**src/logic/core_uarch_pkg.sv**
```systemverilog
package core_uarch_pkg;

	// ********************
	// basic types
	// ********************

	typedef logic [31:0] word;
	typedef logic [3:0]  reg_num;

	// link register and program counter.
	localparam reg_num R14 = 4'd14;
	localparam reg_num R15 = 4'd15;

	// ********************
	// core constants
	// ********************

	localparam word SWI_VECTOR     = 32'h0000_0008;
	localparam int  UOP_FIFO_DEPTH = 4;
	localparam int  LDM_MAX        = 4;

	// control cycles walked by the sequencer.
	typedef enum logic [1:0] {
		ISSUE,
		TRANSFER,
		BASE_WRITEBACK,
		EXCEPTION
	} ctrl_cycle;

	// the encoding matches instruction bits [31:28].
	typedef enum logic [1:0] {
		OP_ADD,
		OP_LDR,
		OP_LDM,
		OP_SWI
	} uop_opcode;

	// reg_list bit i names register rd+i.
	typedef struct packed {
		uop_opcode          op;
		reg_num             rd;
		reg_num             ra;
		word                imm;
		logic [LDM_MAX-1:0] reg_list;
		logic               writeback;
		logic               update_flags;
		word                pc;
	} micro_op;

endpackage
```
**src/logic/core_bus_pkg.sv**
```systemverilog
package core_bus_pkg;

	import core_uarch_pkg::*;

	// ********************
	// external ports
	// ********************

	// read request towards the memory, answered through mem_ready.
	typedef struct packed {
		logic valid;
		word  addr;
	} mem_req;

	// one entry per register file write.
	typedef struct packed {
		logic   valid;
		reg_num rd;
		word    value;
	} wb_trace;

endpackage

```
**src/logic/core_exec_top.sv**
```systemverilog
`timescale 1ns/100ps

module core_exec_top
	import core_uarch_pkg::*;
	import core_bus_pkg::*;
(
	input  logic       clk,
	input  logic       rst,

	input  logic       insn_valid,
	input  word        insn,
	output logic       insn_ready,

	output mem_req     mem,
	input  logic       mem_ready,
	input  word        mem_data_rd,

	output wb_trace    wb,
	output logic [1:0] flags_nz
);

	micro_op   dec_uop;
	micro_op   head_uop;
	micro_op   cur_uop;
	logic      dec_valid;
	logic      fifo_ready;
	logic      head_valid;
	logic      seq_ready;
	ctrl_cycle cycle;
	ctrl_cycle next_cycle;
	logic      issue;
	reg_num    popped;
	logic      pop_valid;
	word       saved_base;
	word       q_alu;
	reg_num    ra_sel;
	word       ra_value;
	reg_num    wr_rd;
	word       wr_value;
	logic      we;
	logic      update_flags;

	// ********************
	// producer and buffer
	// ********************

	core_decode i_core_decode (
		.clk        (clk),
		.rst        (rst),
		.insn_valid (insn_valid),
		.insn       (insn),
		.insn_ready (insn_ready),
		.uop_valid  (dec_valid),
		.uop        (dec_uop),
		.uop_ready  (fifo_ready)
	);

	core_uop_fifo i_core_uop_fifo (
		.clk       (clk),
		.rst       (rst),
		.in_valid  (dec_valid),
		.in_uop    (dec_uop),
		.in_ready  (fifo_ready),
		.out_valid (head_valid),
		.out_uop   (head_uop),
		.out_ready (seq_ready)
	);

	// ********************
	// consumer
	// ********************

	core_control_cycle i_core_control_cycle (
		.clk        (clk),
		.rst        (rst),
		.uop_valid  (head_valid),
		.uop        (head_uop),
		.uop_ready  (seq_ready),
		.ra_value   (ra_value),
		.mem_ready  (mem_ready),
		.cycle      (cycle),
		.next_cycle (next_cycle),
		.cur_uop    (cur_uop),
		.issue      (issue),
		.popped     (popped),
		.pop_valid  (pop_valid),
		.saved_base (saved_base),
		.q_alu      (q_alu),
		.ra_sel     (ra_sel),
		.mem        (mem)
	);

	core_control_writeback i_core_control_writeback (
		.clk          (clk),
		.rst          (rst),
		.cycle        (cycle),
		.next_cycle   (next_cycle),
		.cur_uop      (cur_uop),
		.issue        (issue),
		.popped       (popped),
		.pop_valid    (pop_valid),
		.saved_base   (saved_base),
		.mem_data_rd  (mem_data_rd),
		.q_alu        (q_alu),
		.mem_ready    (mem_ready),
		.rd           (wr_rd),
		.writeback    (we),
		.update_flags (update_flags),
		.wr_value     (wr_value)
	);

	core_regfile i_core_regfile (
		.clk          (clk),
		.rst          (rst),
		.we           (we),
		.wr_rd        (wr_rd),
		.wr_value     (wr_value),
		.update_flags (update_flags),
		.rd_sel       (ra_sel),
		.rd_value     (ra_value),
		.flags_nz     (flags_nz)
	);

	// the trace mirrors the register file write port.
	assign wb = '{valid: we, rd: wr_rd, value: wr_value};

endmodule

```
**src/logic/core_regfile.sv**
```systemverilog
`timescale 1ns/100ps

module core_regfile
	import core_uarch_pkg::*;
(
	input  logic       clk,
	input  logic       rst,

	input  logic       we,
	input  reg_num     wr_rd,
	input  word        wr_value,
	input  logic       update_flags,

	input  reg_num     rd_sel,
	output word        rd_value,
	output logic [1:0] flags_nz
);

	word regs [16];

	// a write in the same cycle is forwarded to the read port.
	assign rd_value = (we && wr_rd == rd_sel) ? wr_value : regs[rd_sel];

	always_ff @(posedge clk) begin
		if (rst) begin
			for (int i = 0; i < 16; i++)
				regs[i] <= '0;
			flags_nz <= 2'b00;
		end else if (we) begin
			regs[wr_rd] <= wr_value;
			if (update_flags)
				flags_nz <= {wr_value[31], wr_value == '0};
		end
	end

endmodule

```
**src/logic/core_control_writeback.sv**
```systemverilog
`timescale 1ns/100ps

module core_control_writeback
	import core_uarch_pkg::*;
(
	input  logic      clk,
	input  logic      rst,

	input  ctrl_cycle cycle,
	input  ctrl_cycle next_cycle,
	input  micro_op   cur_uop,
	input  logic      issue,
	input  reg_num    popped,
	input  logic      pop_valid,
	input  word       saved_base,
	input  word       mem_data_rd,
	input  word       q_alu,
	input  logic      mem_ready,

	output reg_num    rd,
	output logic      writeback,
	output logic      update_flags,
	output word       wr_value
);

	reg_num final_rd;
	logic   final_writeback;
	logic   final_update_flags;

	always_ff @(posedge clk) begin
		if (rst) begin
			rd                 <= '0;
			writeback          <= 1'b0;
			update_flags       <= 1'b0;
			wr_value           <= '0;
			final_rd           <= '0;
			final_writeback    <= 1'b0;
			final_update_flags <= 1'b0;
		end else begin
			writeback    <= 1'b0;
			update_flags <= 1'b0;

			// ********************
			// staging at issue
			// ********************

			// only an ADD is presented from the staged values.
			if (issue) begin
				final_rd           <= cur_uop.rd;
				final_writeback    <= cur_uop.writeback && cur_uop.op == OP_ADD;
				final_update_flags <= cur_uop.update_flags;
			end else begin
				final_writeback    <= 1'b0;
				final_update_flags <= 1'b0;
			end

			// ********************
			// per cycle writes
			// ********************

			unique case (cycle)
				ISSUE:
					if (final_writeback) begin
						rd           <= final_rd;
						writeback    <= 1'b1;
						wr_value     <= q_alu;
						update_flags <= final_update_flags;
					end

				TRANSFER:
					if (mem_ready) begin
						rd        <= pop_valid ? popped : final_rd;
						writeback <= cur_uop.writeback;
						wr_value  <= mem_data_rd;
					end

				BASE_WRITEBACK: begin
					rd        <= cur_uop.ra;
					writeback <= cur_uop.writeback;
					wr_value  <= saved_base;
				end

				EXCEPTION: begin
					writeback <= 1'b1;
					// the first exception cycle links, the second jumps.
					if (next_cycle == EXCEPTION) begin
						rd       <= R14;
						wr_value <= cur_uop.pc + 32'd4;
					end else begin
						rd       <= R15;
						wr_value <= SWI_VECTOR;
					end
				end
			endcase
		end
	end

endmodule

```
**src/logic/core_control_cycle.sv**
```systemverilog
`timescale 1ns/100ps

module core_control_cycle
	import core_uarch_pkg::*;
	import core_bus_pkg::*;
(
	input  logic      clk,
	input  logic      rst,

	input  logic      uop_valid,
	input  micro_op   uop,
	output logic      uop_ready,

	input  word       ra_value,
	input  logic      mem_ready,

	output ctrl_cycle cycle,
	output ctrl_cycle next_cycle,
	output micro_op   cur_uop,
	output logic      issue,
	output reg_num    popped,
	output logic      pop_valid,
	output word       saved_base,
	output word       q_alu,
	output reg_num    ra_sel,
	output mem_req    mem
);

	localparam int IDX_W = $clog2(LDM_MAX);

	micro_op            uop_q;
	logic [LDM_MAX-1:0] pending;
	logic [LDM_MAX-1:0] pending_rest;
	logic [IDX_W-1:0]   pop_idx;
	logic               first;
	logic               exc_second;
	word                addr_q;
	word                cur_addr;

	function automatic logic [IDX_W-1:0] lowest_set(input logic [LDM_MAX-1:0] list);
		logic [IDX_W-1:0] idx;
		idx = '0;
		for (int i = LDM_MAX - 1; i >= 0; i--) begin
			if (list[i])
				idx = IDX_W'(i);
		end
		return idx;
	endfunction

	assign uop_ready = cycle == ISSUE;
	assign issue     = uop_valid && uop_ready;

	// the head is shown directly in its issue cycle so it can be staged.
	assign cur_uop = issue ? uop : uop_q;

	// operands are read the cycle after issue, from the latched micro-op.
	assign ra_sel = uop_q.ra;
	assign q_alu  = ra_value + uop_q.imm;

	// ********************
	// LDM register list
	// ********************

	assign pop_idx      = lowest_set(pending);
	assign pending_rest = pending & (pending - 1'b1);
	assign popped       = uop_q.rd + reg_num'(pop_idx);
	assign pop_valid    = cycle == TRANSFER && uop_q.op == OP_LDM && pending != '0;

	// the first transfer takes its address from the operand, later ones step by 4.
	assign cur_addr   = !first ? addr_q : (uop_q.op == OP_LDM ? ra_value : q_alu);
	assign saved_base = cur_addr;
	assign mem        = '{valid: cycle == TRANSFER, addr: cur_addr};

	always_comb begin
		next_cycle = cycle;
		unique case (cycle)
			ISSUE:
				if (issue) begin
					unique case (uop.op)
						OP_ADD: next_cycle = ISSUE;
						OP_LDR: next_cycle = TRANSFER;
						OP_LDM: next_cycle = uop.reg_list != '0 ? TRANSFER : BASE_WRITEBACK;
						OP_SWI: next_cycle = EXCEPTION;
					endcase
				end

			TRANSFER:
				if (mem_ready) begin
					if (uop_q.op != OP_LDM)
						next_cycle = ISSUE;
					else if (pending_rest != '0)
						next_cycle = TRANSFER;
					else
						next_cycle = BASE_WRITEBACK;
				end

			BASE_WRITEBACK:
				next_cycle = ISSUE;

			EXCEPTION:
				if (exc_second)
					next_cycle = ISSUE;
		endcase
	end

	always_ff @(posedge clk) begin
		if (rst) begin
			cycle      <= ISSUE;
			uop_q      <= '0;
			pending    <= '0;
			first      <= 1'b0;
			exc_second <= 1'b0;
			addr_q     <= '0;
		end else begin
			cycle <= next_cycle;

			if (issue) begin
				uop_q   <= uop;
				pending <= uop.reg_list;
				first   <= 1'b1;
			end

			if (cycle == TRANSFER && mem_ready) begin
				pending <= pending_rest;
				first   <= 1'b0;
				addr_q  <= cur_addr + 32'd4;
			end

			if (cycle == EXCEPTION)
				exc_second <= !exc_second;
		end
	end

endmodule

```
**src/logic/core_uop_fifo.sv**
```systemverilog
`timescale 1ns/100ps

module core_uop_fifo
	import core_uarch_pkg::*;
(
	input  logic    clk,
	input  logic    rst,

	input  logic    in_valid,
	input  micro_op in_uop,
	output logic    in_ready,

	output logic    out_valid,
	output micro_op out_uop,
	input  logic    out_ready
);

	localparam int PTR_W = $clog2(UOP_FIFO_DEPTH);
	localparam logic [PTR_W:0] COUNT_FULL = (PTR_W+1)'(UOP_FIFO_DEPTH);

	micro_op          entries [UOP_FIFO_DEPTH];
	logic [PTR_W-1:0] wr_ptr;
	logic [PTR_W-1:0] rd_ptr;
	logic [PTR_W:0]   count;
	logic             ready_q;
	logic             push;
	logic             pop;

	// a full buffer still takes a push when the head leaves in the same cycle.
	assign in_ready  = ready_q && (count != COUNT_FULL || out_ready);
	assign out_valid = count != '0;
	assign out_uop   = entries[rd_ptr];

	assign push = in_valid && in_ready;
	assign pop  = out_valid && out_ready;

	always_ff @(posedge clk) begin
		if (push)
			entries[wr_ptr] <= in_uop;
	end

	always_ff @(posedge clk) begin
		if (rst) begin
			wr_ptr  <= '0;
			rd_ptr  <= '0;
			count   <= '0;
			ready_q <= 1'b0;
		end else begin
			ready_q <= 1'b1;
			if (push)
				wr_ptr <= wr_ptr + 1'b1;
			if (pop)
				rd_ptr <= rd_ptr + 1'b1;

			case ({push, pop})
				2'b10:   count <= count + 1'b1;
				2'b01:   count <= count - 1'b1;
				default: count <= count;
			endcase
		end
	end

endmodule

```
**src/logic/core_decode.sv**
```systemverilog
`timescale 1ns/100ps

module core_decode
	import core_uarch_pkg::*;
(
	input  logic    clk,
	input  logic    rst,

	input  logic    insn_valid,
	input  word     insn,
	output logic    insn_ready,

	output logic    uop_valid,
	output micro_op uop,
	input  logic    uop_ready
);

	micro_op dec;
	word     pc_count;
	logic    accept;

	// a held output is only replaced once the FIFO takes it.
	assign insn_ready = uop_ready;
	assign accept = insn_valid && insn_ready;

	always_comb begin
		case (insn[31:28])
			4'd0:    dec.op = OP_ADD;
			4'd1:    dec.op = OP_LDR;
			4'd2:    dec.op = OP_LDM;
			default: dec.op = OP_SWI;
		endcase

		dec.rd           = insn[27:24];
		dec.ra           = insn[23:20];
		dec.imm          = {20'd0, insn[11:0]};
		dec.reg_list     = insn[15:12];
		// the exception cycles force their own writes.
		dec.writeback    = dec.op != OP_SWI;
		dec.update_flags = dec.op == OP_ADD && insn[19];
		dec.pc           = pc_count;
	end

	always_ff @(posedge clk) begin
		if (rst) begin
			pc_count  <= '0;
			uop_valid <= 1'b0;
			uop       <= '0;
		end else begin
			if (accept) begin
				uop       <= dec;
				uop_valid <= 1'b1;
				pc_count  <= pc_count + 32'd4;
			end else if (uop_ready) begin
				uop_valid <= 1'b0;
			end
		end
	end

endmodule

```
**config.mk**
```make
export PLATFORM = sky130hd
export DESIGN_NAME = core_exec_top
export DESIGN_NICKNAME = d
export VERILOG_FILES = /design/src/logic/core_uarch_pkg.sv /design/src/logic/core_bus_pkg.sv /design/src/logic/core_exec_top.sv /design/src/logic/core_regfile.sv /design/src/logic/core_control_writeback.sv /design/src/logic/core_control_cycle.sv /design/src/logic/core_uop_fifo.sv /design/src/logic/core_decode.sv
export SDC_FILE = /design/constraint.sdc
export NUM_CORES = 2
export LEC_CHECK = 0
export BUFFER_PORTS_ARGS = -buffer_cell sky130_fd_sc_hd__buf_2
export CAP_MARGIN = 20
export CORE_ASPECT_RATIO = 1.5
export CORE_MARGIN = 2
export CORE_UTILIZATION = 50
export CTS_CLUSTER_DIAMETER = 80
export CTS_CLUSTER_SIZE = 10
export DETAILED_ROUTE_END_ITERATION = 7
export PLACE_DENSITY = 0.77
export SKIP_CTS_REPAIR_TIMING = 1
export SYNTH_ARGS = -nofsm -noshare
export SYNTH_HDL_FRONTEND = slang
export SYNTH_SLANG_ARGS = --single-unit
```
**constraint.sdc**
```tcl
create_clock -name clk -period 10.4 [get_ports clk]
set_input_delay 2.6 -clock clk [delete_from_list [all_inputs] [get_ports clk]]
set_output_delay 2.6 -clock clk [all_outputs]
set_load 0.03 [all_outputs]
```
After elaboration in Yosys (flattened, before gate mapping)
Memory sizes are Yosys's and may differ from the RTL's. A register that Yosys moved wholly into a read port is not among the register bits.
Cells that the tools add are included.
{"block": "op_classes", "multipliers": 0, "div": 0, "add_sub_neg": 10, "reduce_logical": 31, "n_eq_ne": 18, "n_lt_le_gt_ge": 0, "n_bitwise": 4, "mux": 48, "shifts": 0}
{"operator": "$mux 32", "count": 7}
{"operator": "$pmux 32 s4", "count": 1}
{"operator": "$add 32x3->32 const B", "count": 3}
{"operator": "$mux 80", "count": 1}
{"operator": "$add 32x32->32", "count": 1}
{"operator": "$logic_not 32->1", "count": 1}
{"operator": "$reduce_or 32->1", "count": 1}
{"operator": "$mux 4", "count": 7}
{"operator": "$mux 2", "count": 12}
{"operator": "$pmux 2 s4", "count": 2}
{"operator": "$pmux 4 s4", "count": 1}
{"operator": "$eq 2x2->1 const B", "count": 7}
{"operator": "$mux 1", "count": 14}
{"operator": "$reduce_bool 4->1", "count": 3}
{"operator": "$logic_and 1x1->1", "count": 10}
{"operator": "$logic_not 2->1", "count": 4}
{"operator": "$eq 2x1->1 const B", "count": 3}
{"operator": "$pmux 2 s3", "count": 1}
{"operator": "$pmux 3 s2", "count": 1}
{"operator": "$reduce_bool 2->1", "count": 3}
{"operator": "$add 2x1->2 const B", "count": 2}
{"operator": "$add 4x2->4", "count": 1}
{"operator": "$and 4x4->4", "count": 1}
{"operator": "$eq 4x1->1 const B", "count": 1}
{"operator": "other kinds (17)", "count": 23}
{"block": "totals", "mem_bits_rw": 752, "input_bits": 68, "wordCells": 148, "latchBits": 0, "romBits": 0, "out_inout_bits": 73, "memories": 2, "reg_bits": 267}
{"name": "i_core_regfile.regs", "depth": 16, "width": 32, "rd": 1, "rd_clocked_by_memory_dff": 1, "write_ports": 16, "line": "core_regfile.sv:19", "text": "word regs [16];"}
{"name": "i_core_uop_fifo.entries", "depth": 4, "width": 60, "rd": 1, "rd_clocked_by_memory_dff": 1, "write_ports": 1, "line": "core_uop_fifo.sv:21", "text": "micro_op entries [UOP_FIFO_DEPTH];"}

Depth between registers and ports, before layout
{"block": "depth", "word_depth": 10, "depth_mapped": 28, "mapped_depth_nobuf": 19}

Modules after synthesis
From an unflattened synthesis, not the netlist that was laid out.
{"block": "hier_totals", "hier_cells": 3986, "area_unflattened_um2": 50753.7}
{"module": "core_regfile", "cells_per_inst": 1477, "instances": 1, "seq_area_each_um2": 15414.8, "area_each_um2": 23369.9}
{"module": "core_uop_fifo", "cells_per_inst": 473, "instances": 1, "seq_area_each_um2": 9809.4, "area_each_um2": 12147.9}
{"module": "core_control_cycle", "cells_per_inst": 1198, "instances": 1, "seq_area_each_um2": 2402.3, "area_each_um2": 8546.9}
{"module": "core_decode", "cells_per_inst": 450, "instances": 1, "seq_area_each_um2": 1781.7, "area_each_um2": 3614.7}
{"module": "core_control_writeback", "cells_per_inst": 387, "instances": 1, "seq_area_each_um2": 880.8, "area_each_um2": 3066.7}
{"module": "core_exec_top", "cells_per_inst": 1, "instances": 1, "seq_area_each_um2": 0.0, "area_each_um2": 7.5}

Least setup slack after synthesis
No wires, ideal clock.
{"block": "synth_timing", "path_type": "reg2out", "start": "reg i_core_control_cycle.uop_q, in the netlist i_core_control_cycle.ra_sel[0]", "end": "out mem[31] in the netlist's numbering", "required_ns": 7.800, "stages_incl_launch_ff": 22, "n_path_buf": 8, "arrival_time_ns": 5.200, "slack_ns": 2.600, "path_cell_list": "dfxtp_1 buf_6 buf_12 buf_12 buf_6 buf_6 buf_6 buf_6 buf_2 mux4_2 mux4_2 nand2_1 nand2_1 ha_1 a21o_1 nand3_1 a21oi_1 o21a_1 o211ai_2 nor3_1 a41oi_1 o31ai_1"}
{"item": "start: declaration", "line": "core_control_cycle.sv:31", "text": "micro_op uop_q;"}
{"item": "start signal: assignment", "line": "core_control_cycle.sv:118", "text": "uop_q <= uop;"}
{"item": "end: declaration", "line": "core_exec_top.sv:14", "text": "output mem_req mem,"}

==> impl_metrics.csv <==
group,metric,value,unit
critical_path,crit_type,"flip-flop to output port",
route,drt-total-wl,126000,microns
placed_design,portBuffers,137,
synthesis,synth_nets,3623,
synthesis,syn_area_per_cell,12.9,sq um
critical_path,regToRegSetupSlack,3.53,ns
sta,fin_setup_tns,0,ns
cts,clkTransAtPathRegs,0.06,ns
critical_path,cp-start-kind,"flip-flop",
sta,period_needed,9.08,ns
run,drv_cap,0,
synthesis,synth_compound_area_share,7.10,%
sta,fin_skew,0.0534,ns
finish,fin_area,0.0505,sq mm
sta,max_freq,110,MHz
route,dr.pass1.iters,5,
power_and_ir_drop,power.density,244,mW/mm^2
synthesis,ys.flop_type,"edfxtp_1",
finish,final_cells,4839,
global_route,antenna_found_initial,2,
power_and_ir_drop,ir_worst_vdd,0.160,mV
cts,cts_tree,"yes",
synthesis,synth_fa_ha_area_share,0.756,%
global_route,grt_first_pass_wirelength,187000,microns
route,avgViaCountPerCell,6.19,
route,routedWlPerCell,26.0,microns
synthesis,synth.cell_area,0.0457,sq mm
floorplan,die_w,251,microns
cts,htreeDepth,3,
cts,clock-sinks,984,
finish,final_cell_mix,"edfxtp_1, and2_1, nand2_1, dfxtp_1, mux4_2",
synthesis,synth.area.mux_share,11.7,%
critical_path,crit_path_end_kind,"output port",
sta,finalCritPeriodShare,87.3,%
route,antenna_left,0,
sta,finalHoldViolations,0,
synthesis,synth_cell_types,107,
critical_path,crit_chain,"xnor2_1 > and3_1 > nand2_2 > mux2_2 > ha_1 > and4_1 > nand3_1 > a21oi_1 > o21a_1 > o211ai_2 > nor3_1 > a41oi_1 > o31ai_1 > buf_2",
synthesis,synth-seq-cells,984,
sta,timing.slew.headroom,22.4,%
critical_path,cpMaxStageDelayCell,"dfxtp_4",
synthesis,yosysWarnings,0,
floorplan,start_util,50.5,%
cts,cts_buffer_depth,3,
floorplan,die_h,374,microns
sta,maxSlewViolCount,0,
floorplan,dieArea,0.0938,sq mm
finish,layout_commonest_cell,"edfxtp_1",
floorplan,core.rowCount,135,
global_route,track_usage,26.8,%
cts,root_buffer,"clkbuf_16",
placed_design,placed_cells,4634,
placed_design,dpl_cell_area,0.0473,sq mm
synthesis,synth-edff-count,744,
floorplan,io_pins,141,
global_route,grt_start_max_net_pins,79,
critical_path,required,7.80,ns
synthesis,ys_seq_area_share,59.4,%
synthesis,async_reset_ff_share,0,%
power_and_ir_drop,p_leak,17.7,nW
finish,layout-drive-gt1-share,17.2,%
synthesis,yosys.area_share.simple,15.6,%
floorplan,core_region_area,0.0904,sq mm
global_route,overflow,0,
finish,areaGrowthSynthToFinish,10.6,%
critical_path,arrival,6.48,ns
sta,worst_pin_slew,1.16,ns
sta,setup_viol,0,
sta,rsz0062_at_grt,"no",
synthesis,synth_xor_area_share,1.88,%
placed_design,gp_congestion,0.943,
synthesis,synth_top_family_by_area,"simple AND/OR/NAND/NOR gates",
critical_path,cp_max_fo,39,
cts,cts_buffers,108,
status,status,"complete, no violations",
synthesis,synth_cells,3530,
critical_path,slowest_delay,0.93,ns
global_route,grt_pass1_vias,29759,
route,vias,29963,
route,drcViolationCount,0,
route,drt-initial-drc-count,3149,
cts,clkLatencyLatePin,0.72,ns
placed_design,hpwl,80200,microns
finish,layout.nets,3674,
hold_path,hold_path_class,"flip-flop to flip-flop",
## kinds of logic (layout without fill, tap and decap cells)
logic type / count (synthesis) / in the layout
compound gates: 474 / 474
xor+xnor: 97 / 97
fa+ha+maj: 26 / 26
buf+inv: 330 / 474
flops: 984 / 984
mux: 266 / 266
other cells: 0 / 1
simple gates: 1353 / 1353
## report_power, final
| part | internal (W) | total, W | leakage, nW | switching (W) |
|---|---|---|---|---|
| Sequential | 0.00446 | 0.00482 | 9.35 | 0.000360 |
| Combinational | 0.00146 | 0.00402 | 6.90 | 0.00257 |
| Clock | 0.00196 | 0.00350 | 1.50 | 0.00154 |
| Total | 0.00788 | 0.0123 | 17.7 | 0.00446 |
## worst max-delay path, delay by kind of cell (launching register included)
kind / cells / cell delay [ns]
flip-flops: 1 / 0.93
adder cells (fa/ha/maj): 1 / 0.45
AND/OR/NAND/NOR: 5 / 1.77
multiplexers: 1 / 0.50
AO/OA/AOI/OAI: 5 / 1.50
XOR/XNOR: 1 / 0.24
buffers and inverters: 1 / 0.33
## path summary, 6_finish.rpt
kind                            cells past startpoint                                           end                                      start
worst min register to register                      2            i_core_decode.uop[24]$_SDFFE_PP0P_    i_core_decode.pc_count[24]$_SDFFE_PP0P_
worst min-delay path                                2            i_core_decode.uop[24]$_SDFFE_PP0P_    i_core_decode.pc_count[24]$_SDFFE_PP0P_
worst max-delay path                               14                                       mem[31]  i_core_control_cycle.ra_sel[0]$_SDFF_PP0_
worst max register to register                     19  i_core_control_cycle.addr_q[30]$_SDFFE_PP0P_  i_core_control_cycle.ra_sel[0]$_SDFF_PP0_
## routing by layer
metal / routed length (microns) / vias to the layer above / part of all wire, % / track usage (%)
met5: 0 / - / 0 / 0
met4: 8180 / 0 / 6.5 / 16.9
li1: - / 13142 / - / -
met1: 44000 / 14862 / 35 / 31.3
met2: 61600 / 1530 / 49 / 44.7
met3: 12200 / 429 / 9.7 / 6.35
## cell type report
cell class	count	area, sq um
sequential	984	27200
multi-input combinational	2216	17100
fill	7048	39900
antenna	1	2.50
tap	1164	1460
clock inverter	8	146
clock buffer	195	3030
inverter	47	176
timing repair buffer	224	1380
## flip-flops by register name (all words and copies together) (netlist names), 30 cells and up, named ones only
name and count:
i_core_control_cycle.uop_q 51, i_core_uop_fifo.entries 232, i_core_regfile.regs 512, i_core_decode.pc_count 30, i_core_decode.uop 58, i_core_control_writeback.wr_value 32
i_core_control_cycle.addr_q 32
## Yosys cell counts, drive strengths merged, types with 24 or more instances
master,instances,area (sq um)
nand3,87,453
nand4,32,219
nor2,180,676
nor4,28,188
mux4,204,4710
and3,25,161
xor2,55,482
inv,44,165
a21o,24,180
and2,503,3150
mux2i,44,440
buf,75,614
nor3,66,330
a211oi,25,198
or3,31,194
edfxtp,744,22300
nand2,330,1240
dfxtp,240,4800
o21ai,77,385
clkbuf,207,788
xnor2,42,375
a21oi,170,851
## through the flow
stage	power, W	hold slack (ns)	util [%]	setup slack, ns
after detailed placement	0.00884	0.432	52.3	2.14
after floorplan	0.00765	0.407	-	2.60
after global routing	0.0128	0.475	55.9	0.988
final	0.0123	0.443	55.9	1.32
after CTS	0.0123	0.441	55.9	1.33
after global placement	0.00877	0.430	52.3	2.17
No activity file was read; power rests on OpenSTA's default activity.
